===== config.mk =====
export PLATFORM = sky130hd
export DESIGN_NAME = rv_ctl_top
export DESIGN_NICKNAME = d
export VERILOG_FILES = /design/src/design/rv_ctl_pkg.sv /design/src/design/credit_counter.sv /design/src/design/ex_stage.sv /design/src/design/rv_ctl_top.sv /design/src/design/wb_stage.sv
export VERILOG_INCLUDE_DIRS = /design/src /design/src/include
export SDC_FILE = /design/constraint.sdc
export NUM_CORES = 1
export LEC_CHECK = 0
export BUFFER_PORTS_ARGS = -buffer_cell sky130_fd_sc_hd__buf_2
export CORE_ASPECT_RATIO = 0.7
export CORE_MARGIN = 2
export CORE_UTILIZATION = 45
export CTS_CLUSTER_SIZE = 28
export DETAILED_ROUTE_END_ITERATION = 16
export PLACE_DENSITY = 0.79
export SYNTH_ARGS = -nofsm -noshare
export SYNTH_HDL_FRONTEND = slang
export SYNTH_SLANG_ARGS = --single-unit

===== constraint.sdc =====
create_clock -name clk -period 2.08 [get_ports clk]
set_clock_uncertainty 0.1 [all_clocks]
set_input_delay 0.104 -clock clk [delete_from_list [all_inputs] [get_ports clk]]
set_output_delay 0.104 -clock clk [all_outputs]
set_load 0.01 [all_outputs]

===== src/include/ctl_config.svh =====
/* Control decoder configuration
   Data width, output credit depth and instruction field positions */
`ifndef CTL_CONFIG_SVH
`define CTL_CONFIG_SVH

`define XLEN        32  // Instruction and operand width
`define CTL_CREDITS 2   // Words the downstream consumer can buffer

`define OPC_LSB     0   // Opcode, 7 bits
`define F3_LSB      12  // funct3, 3 bits
`define F7_LSB      25  // funct7, 7 bits

`endif


===== src/design/rv_ctl_pkg.sv =====
/* RISC-V control decoder types
   Opcode and select encodings plus the structs passed between stages */
`default_nettype none

`include "ctl_config.svh"

package rv_ctl_pkg;

  typedef enum logic [6:0] {
    OPC_OP     = 7'b0110011,
    OPC_OP_IMM = 7'b0010011,
    OPC_LOAD   = 7'b0000011,
    OPC_STORE  = 7'b0100011,
    OPC_BRANCH = 7'b1100011,
    OPC_JAL    = 7'b1101111,
    OPC_JALR   = 7'b1100111,
    OPC_AUIPC  = 7'b0010111,
    OPC_LUI    = 7'b0110111,
    OPC_SYSTEM = 7'b1110011
  } opcode_e;

  typedef enum logic [3:0] {
    ALU_ADD  = 4'd0,
    ALU_SUB  = 4'd1,
    ALU_AND  = 4'd2,
    ALU_OR   = 4'd3,
    ALU_XOR  = 4'd4,
    ALU_SLL  = 4'd5,
    ALU_SRL  = 4'd6,
    ALU_SRA  = 4'd7,
    ALU_SLT  = 4'd8,
    ALU_SLTU = 4'd9
  } alu_op_e;

  typedef enum logic [1:0] {
    WB_MEM = 2'd0,
    WB_ALU = 2'd1,
    WB_PC4 = 2'd2
  } wb_sel_e;

  typedef enum logic [2:0] {
    LDX_LW  = 3'd0,
    LDX_LHU = 3'd1,
    LDX_LH  = 3'd2,
    LDX_LBU = 3'd3,
    LDX_LB  = 3'd4
  } ldx_e;

  typedef enum logic {
    PC_PLUS4 = 1'b0,
    PC_ALU   = 1'b1
  } pc_sel_e;

  // Downstream credit count, 0 up to CTL_CREDITS
  typedef logic [$clog2(`CTL_CREDITS + 1)-1:0] credit_cnt_t;

  typedef struct packed {
    logic [`XLEN-1:0] instr;
    logic [`XLEN-1:0] rs1;
    logic [`XLEN-1:0] rs2;
  } ctl_in_t;

  typedef struct packed {
    logic [`XLEN-1:0] instr;
    alu_op_e          alu_op;
    logic             a_sel_pc;   // Operand A is the PC
    logic             b_sel_imm;  // Operand B is the immediate
    logic             br_un;      // Unsigned compare
    logic             br_taken;
  } ex_ctl_t;

  // 16-bit control word, top bit is spare and always zero
  typedef struct packed {
    logic    spare;
    alu_op_e alu_op;
    logic    a_sel_pc;
    logic    b_sel_imm;
    logic    br_un;
    logic    br_taken;
    logic    rf_we;
    wb_sel_e wb_sel;
    ldx_e    ldx_sel;
    pc_sel_e pc_sel;
  } ctl_word_t;

endpackage

`default_nettype wire


===== src/design/credit_counter.sv =====
/* Output credit counter
   Tracks downstream buffer space and permits a send while credits remain */
`timescale 1ns/1ps
`default_nettype none

`include "ctl_config.svh"

module credit_counter (
  input  logic clk,
  input  logic rst,
  input  logic credit_return,
  input  logic out_valid,
  output logic may_send
);
  import rv_ctl_pkg::*;

  localparam credit_cnt_t MAX_CREDITS = credit_cnt_t'(`CTL_CREDITS);

  credit_cnt_t count;

  assign may_send = (count != '0);

  always_ff @(posedge clk) begin
    if (rst) begin
      count <= MAX_CREDITS;  // Consumer buffer empty
    end else begin
      case ({credit_return, out_valid})
        2'b10: if (count < MAX_CREDITS) count <= count + 1'b1;  // Saturate at full
        2'b01: count <= count - 1'b1;
        default: count <= count;  // Return and send cancel
      endcase
    end
  end

endmodule

`default_nettype wire


===== src/design/ex_stage.sv =====
/* Execute stage
   ALU and operand select decode, branch resolution, first pipeline register */
`timescale 1ns/1ps
`default_nettype none

`include "ctl_config.svh"

module ex_stage (
  input  logic                clk,
  input  logic                rst,
  input  logic                in_valid,
  output logic                in_ready,
  input  rv_ctl_pkg::ctl_in_t in,
  output logic                ex_valid,
  input  logic                ex_ready,
  output rv_ctl_pkg::ex_ctl_t ex_ctl
);
  import rv_ctl_pkg::*;

  opcode_e    opcode;
  logic [2:0] funct3;
  logic       f7_alt;   // funct7 bit 5, selects SUB and SRA
  logic       rs_eq;
  logic       rs_lt;
  ex_ctl_t    dec;

  assign opcode = opcode_e'(in.instr[`OPC_LSB +: 7]);
  assign funct3 = in.instr[`F3_LSB +: 3];
  assign f7_alt = in.instr[`F7_LSB + 5];
  assign rs_eq  = (in.rs1 == in.rs2);

  // Register takes a new item when empty or when wb_stage drains it
  assign in_ready = !ex_valid || ex_ready;

  always_comb begin
    dec.instr     = in.instr;
    dec.alu_op    = ALU_ADD;
    dec.a_sel_pc  = (opcode == OPC_BRANCH) || (opcode == OPC_JAL) || (opcode == OPC_AUIPC);
    dec.b_sel_imm = !((opcode == OPC_OP) || (opcode == OPC_SYSTEM));
    dec.br_un     = (opcode == OPC_BRANCH) && (funct3[2:1] == 2'b11);
    dec.br_taken  = 1'b0;

    if ((opcode == OPC_OP) || (opcode == OPC_OP_IMM)) begin
      case (funct3)
        3'd0: dec.alu_op = (opcode == OPC_OP && f7_alt) ? ALU_SUB : ALU_ADD;
        3'd1: dec.alu_op = ALU_SLL;
        3'd2: dec.alu_op = ALU_SLT;
        3'd3: dec.alu_op = ALU_SLTU;
        3'd4: dec.alu_op = ALU_XOR;
        3'd5: dec.alu_op = f7_alt ? ALU_SRA : ALU_SRL;  // Both OP and OP_IMM
        3'd6: dec.alu_op = ALU_OR;
        default: dec.alu_op = ALU_AND;
      endcase
    end

    // Comparator follows the decoded signedness
    if (dec.br_un) begin
      rs_lt = (in.rs1 < in.rs2);
    end else begin
      rs_lt = ($signed(in.rs1) < $signed(in.rs2));
    end

    if (opcode == OPC_BRANCH) begin
      case (funct3)
        3'd0: dec.br_taken = rs_eq;        // beq
        3'd1: dec.br_taken = !rs_eq;       // bne
        3'd4, 3'd6: dec.br_taken = rs_lt;  // blt, bltu
        3'd5, 3'd7: dec.br_taken = !rs_lt; // bge, bgeu
        default: dec.br_taken = 1'b0;
      endcase
    end
  end

  always_ff @(posedge clk) begin
    if (rst) begin
      ex_valid <= 1'b0;
    end else if (in_ready) begin
      ex_valid <= in_valid;
    end
  end

  always_ff @(posedge clk) begin
    if (in_valid && in_ready) begin
      ex_ctl <= dec;  // Payload, loaded on accept only
    end
  end

endmodule

`default_nettype wire


===== src/design/rv_ctl_top.sv =====
/* RISC-V control decoder top
   Two-stage decode pipeline with valid/ready input and credit-based output */
`timescale 1ns/1ps
`default_nettype none

module rv_ctl_top (
  input  logic                  clk,
  input  logic                  rst,
  input  logic                  in_valid,
  output logic                  in_ready,
  input  rv_ctl_pkg::ctl_in_t   in,
  output logic                  out_valid,
  output rv_ctl_pkg::ctl_word_t out,
  input  logic                  credit_return
);
  import rv_ctl_pkg::*;

  logic    ex_valid;
  logic    ex_ready;
  ex_ctl_t ex_ctl;
  logic    may_send;

  ex_stage u_ex_stage (
    .clk      (clk),
    .rst      (rst),
    .in_valid (in_valid),
    .in_ready (in_ready),
    .in       (in),
    .ex_valid (ex_valid),
    .ex_ready (ex_ready),
    .ex_ctl   (ex_ctl)
  );

  wb_stage u_wb_stage (
    .clk       (clk),
    .rst       (rst),
    .ex_valid  (ex_valid),
    .ex_ready  (ex_ready),
    .ex_ctl    (ex_ctl),
    .may_send  (may_send),
    .out_valid (out_valid),
    .out       (out)
  );

  // Counts sends against returned credits
  credit_counter u_credit_counter (
    .clk           (clk),
    .rst           (rst),
    .credit_return (credit_return),
    .out_valid     (out_valid),
    .may_send      (may_send)
  );

endmodule

`default_nettype wire


===== src/design/wb_stage.sv =====
/* Writeback stage
   Writeback and next-PC decode, holds one control word until a credit allows sending */
`timescale 1ns/1ps
`default_nettype none

`include "ctl_config.svh"

module wb_stage (
  input  logic                  clk,
  input  logic                  rst,
  input  logic                  ex_valid,
  output logic                  ex_ready,
  input  rv_ctl_pkg::ex_ctl_t   ex_ctl,
  input  logic                  may_send,
  output logic                  out_valid,
  output rv_ctl_pkg::ctl_word_t out
);
  import rv_ctl_pkg::*;

  opcode_e    opcode;
  logic [2:0] funct3;
  logic       word_full;
  ctl_word_t  word_d;

  assign opcode = opcode_e'(ex_ctl.instr[`OPC_LSB +: 7]);
  assign funct3 = ex_ctl.instr[`F3_LSB +: 3];

  assign out_valid = word_full && may_send;     // One credit per send
  assign ex_ready  = !word_full || out_valid;

  always_comb begin
    word_d.spare     = 1'b0;
    word_d.alu_op    = ex_ctl.alu_op;
    word_d.a_sel_pc  = ex_ctl.a_sel_pc;
    word_d.b_sel_imm = ex_ctl.b_sel_imm;
    word_d.br_un     = ex_ctl.br_un;
    word_d.br_taken  = ex_ctl.br_taken;

    case (opcode)
      OPC_OP, OPC_OP_IMM, OPC_LOAD, OPC_JAL, OPC_JALR, OPC_AUIPC, OPC_LUI:
        word_d.rf_we = 1'b1;
      default:
        word_d.rf_we = 1'b0;
    endcase

    case (opcode)
      OPC_LOAD:          word_d.wb_sel = WB_MEM;
      OPC_JAL, OPC_JALR: word_d.wb_sel = WB_PC4;  // Link address
      default:           word_d.wb_sel = WB_ALU;
    endcase

    word_d.ldx_sel = LDX_LW;
    if (opcode == OPC_LOAD) begin
      case (funct3)
        3'd0: word_d.ldx_sel = LDX_LB;
        3'd1: word_d.ldx_sel = LDX_LH;
        3'd4: word_d.ldx_sel = LDX_LBU;
        3'd5: word_d.ldx_sel = LDX_LHU;
        default: word_d.ldx_sel = LDX_LW;
      endcase
    end

    // br_taken is only ever set for branches
    if ((opcode == OPC_JAL) || (opcode == OPC_JALR) || ex_ctl.br_taken) begin
      word_d.pc_sel = PC_ALU;
    end else begin
      word_d.pc_sel = PC_PLUS4;
    end
  end

  always_ff @(posedge clk) begin
    if (rst) begin
      word_full <= 1'b0;
    end else if (ex_ready) begin
      word_full <= ex_valid;
    end
  end

  always_ff @(posedge clk) begin
    if (ex_valid && ex_ready) begin
      out <= word_d;
    end
  end

endmodule

`default_nettype wire


==> impl_metrics.env <==
export IMPL_status="finished, final reports clean"
export IMPL_min_to="u_ex_stage.ex_ctl[21]"
export IMPL_fin_util=0.636
export IMPL_synthArstFlopShare=0
export IMPL_worstHoldPathCells=1
export IMPL_core_um2=4830
export IMPL_worstSetupStartpointType="primary input"
export IMPL_route_vias_total=1951
export IMPL_setup_tns_ps=0
export IMPL_power_frac_seq=0.491
export IMPL_setup_viol=0
export IMPL_reg2reg_depth=3
export IMPL_p_int_mw=1.35
export IMPL_dieArea_um2=5700
export IMPL_rsz0062_at_grt="false"
export IMPL_clkPwrFrac=0.331
export IMPL_max_freq_ghz=0.532
export IMPL_drive_gt1_frac=0.345
export IMPL_synth_edf_count=33
export IMPL_period_minus_slack_ps=1880
export IMPL_hold_viol_final=0
export IMPL_grt_pass1_vias=1861
export IMPL_cts_tree="done"
export IMPL_crit_required_ps=2120
export IMPL_r2r_setup_slack_ps=310
export IMPL_ant_nets=0
export IMPL_antenna_found_initial=0
export IMPL_p_leak_nw=1.47
export IMPL_synth_area_um2=2300
export IMPL_die_h_um=63.8
export IMPL_yosys_most_used_dff="edfxtp_1"
export IMPL_gp_congestion=0.776
export IMPL_hp_class="in2reg"
export IMPL_ys_types=46
export IMPL_drt_iter0_markers=150
export IMPL_r2r_start="u_ex_stage.ex_ctl[11]"
export IMPL_drc=0
export IMPL_antenna_cells=0
export IMPL_routed_via_density=4.89
export IMPL_insertion_delay_ps=290
export IMPL_ys_ff_latch=37
export IMPL_grt_overflow_total=0
export IMPL_start_util=0.475
export IMPL_placed_cells=382
export IMPL_switching_share=0.229
export IMPL_grt_pass1_wl_um=7600
export IMPL_post_dp_hpwl_um=3720
export IMPL_grt_usage=0.173
export IMPL_syn2layout_area_growth_pct=33.8
export IMPL_pin_count=118
export IMPL_drtPass1Iterations=4
export IMPL_yosysSeqAreaShare=0.466
export IMPL_syn_instance_count=217
export IMPL_postCtsSetupBuffers=0
export IMPL_ir_drop_uv=235
export IMPL_htreeDepth=2
export IMPL_cts_root_buf="clkbuf_8"
export IMPL_post_route_period_util=0.904
export IMPL_cp_arrival_ps=1920
export IMPL_avgSynthCellArea_um2=10.6
export IMPL_min_from="in[77]"
export IMPL_cp_end_kind="flop"
export IMPL_clkSinkCount=37
export IMPL_cts_buffer_depth=2
export IMPL_fin_cells=399
export IMPL_drv_cap=0
export IMPL_die_x_um=89.4
export IMPL_nNetsFinal=462
export IMPL_pwr_share_comb=0.178
export IMPL_yosysWarnings=0
export IMPL_timing_rr_end="u_wb_stage.out[4]"
export IMPL_clkSlewWorstSetupHoldPaths_ps=70
export IMPL_path_class="in2reg"
export IMPL_syn_num_nets=349
export IMPL_grt_max_degree=19
export IMPL_switching_power_mw=0.401
export IMPL_routed_wl_um=4580
export IMPL_routedWlPerCell_um=11.5
export IMPL_row_count=21
export IMPL_power_density_nw_per_um2=571
export IMPL_cp_max_fo=4
export IMPL_io_buffer_count=95
export IMPL_numCtsBuffers=5
export IMPL_slew_viol_final=0
cells in the mapped netlist (all sizes together), types with 2 or more instances:
| library cell | count | share of area |
|---|---|---|
| nand2 | 12 | 0.020 |
| nor2b | 3 | 0.0082 |
| ha | 32 | 0.17 |
| nor4 | 3 | 0.014 |
| inv | 36 | 0.059 |
| and4 | 2 | 0.0076 |
| edfxtp | 33 | 0.43 |
| a2111oi | 2 | 0.013 |
| a21o | 3 | 0.0098 |
| nor2 | 14 | 0.023 |
| or2 | 2 | 0.0054 |
| nor3 | 4 | 0.0087 |
| a31oi | 3 | 0.0082 |
| nor3b | 2 | 0.0065 |
| nand3 | 8 | 0.017 |
| o31ai | 3 | 0.014 |
| o211ai | 2 | 0.0065 |
| o21ai | 5 | 0.011 |
| dfxtp | 4 | 0.035 |
| xnor2 | 2 | 0.0076 |
| a21oi | 14 | 0.031 |
| nand4 | 7 | 0.019 |
repair_timing:
action | CTS | global route
hold buffers | 10 | 0
hold endpoints to repair | 12 | 0
gates resized for setup | 0 | 0
sequential cells by signal, indices dropped and copies added, names as in the netlist:
signal,cells
u_ex_stage.ex_ctl,18
u_wb_stage.word_full,1
u_credit_counter.count,2
u_ex_stage.ex_valid,1
u_wb_stage.out,15
routing by layer:
layer | track usage | share of wire | vias up
li1 | - | - | 1010
met1 | 0.214 | 0.44 | 849
met2 | 0.278 | 0.46 | 81
met3 | 0.0517 | 0.072 | 11
met4 | 0.0765 | 0.026 | 0
met5 | 0 | 0 | -
cell families after synthesis:
kind of cell    synth area share
compound gates             0.116
fa+ha+maj                  0.174
mux                      0.00436
simple gates               0.162
xor+xnor                  0.0114
buf+inv                   0.0638
flops                      0.466
other cells              0.00163
cells in the final DEF, fill, tap and decap left out, drive strengths merged, types with 3 or more instances in the layout:
cell / count
nand3: 8
dfxtp: 4
nor2b: 3
clkbuf: 5
nand4: 7
inv: 36
nor3: 4
buf: 98
a21oi: 14
nand2: 12
dlygate4sd3: 10
ha: 32
edfxtp: 33
a31oi: 3
a21o: 3
nor4: 3
o21ai: 5
o31ai: 3
nor2: 14
critical path, cell delays in order:
cell and delay, ps:
dlygate4sd3_1 550, buf_2 160, nor3_1 410, nand3_1 160
nor4b_1 310, o21bai_1 100, a21oi_1 130
worst max path at each step:
stage / startpoint / to / slack, ps / cells past startpoint
4_1_cts: in[67] / u_ex_stage.ex_ctl[4] / 230 / 7
3_3_place_gp: in[14] / u_ex_stage.ex_ctl[0] / 60 / 9
5_1_grt: in[67] / u_ex_stage.ex_ctl[4] / 40 / 7
6_report: in[67] / u_ex_stage.ex_ctl[4] / 200 / 7
2_1_floorplan: in[14] / u_ex_stage.ex_ctl[0] / 240 / 8
3_5_place_dp: in[14] / u_ex_stage.ex_ctl[0] / 40 / 9
final cells by class:
| cell class | count | area [µm²] |
|---|---|---|
| clock buffers | 5 | 68.8 |
| clock inverters | 2 | 35.0 |
| fillers | 410 | 1760 |
| inverters | 36 | 135 |
| multi-input cells | 142 | 1080 |
| flip-flops and latches | 37 | 1070 |
| well taps | 69 | 86.3 |
| repair buffers | 108 | 598 |
stage by stage:
step / worst slack (ps) / hold slack [ps] / cell area [µm²] / total power, mW
6_report: 200 / 19.1 / 3070 / 1.75
3_5_place_dp: 37.1 / 199 / 2870 / 1.17
4_1_cts: 234 / 14.7 / 3070 / 1.77
3_3_place_gp: 56.1 / 200 / 2870 / 1.16
2_1_floorplan: 244 / 76.4 / 2300 / 1.04
5_1_grt: 43.7 / 31.1 / 3070 / 1.85
power by group through the flow:
stage / clock [mW] / sequential [mW] / combinational, mW
after floorplan: 0 / 0.881 / 0.157
after global placement: 0 / 0.875 / 0.288
after detailed placement: 0 / 0.877 / 0.297
after CTS: 0.594 / 0.861 / 0.314
after global routing: 0.623 / 0.865 / 0.358
final: 0.581 / 0.860 / 0.312
Note: power is estimated with default switching activity, not from simulation.
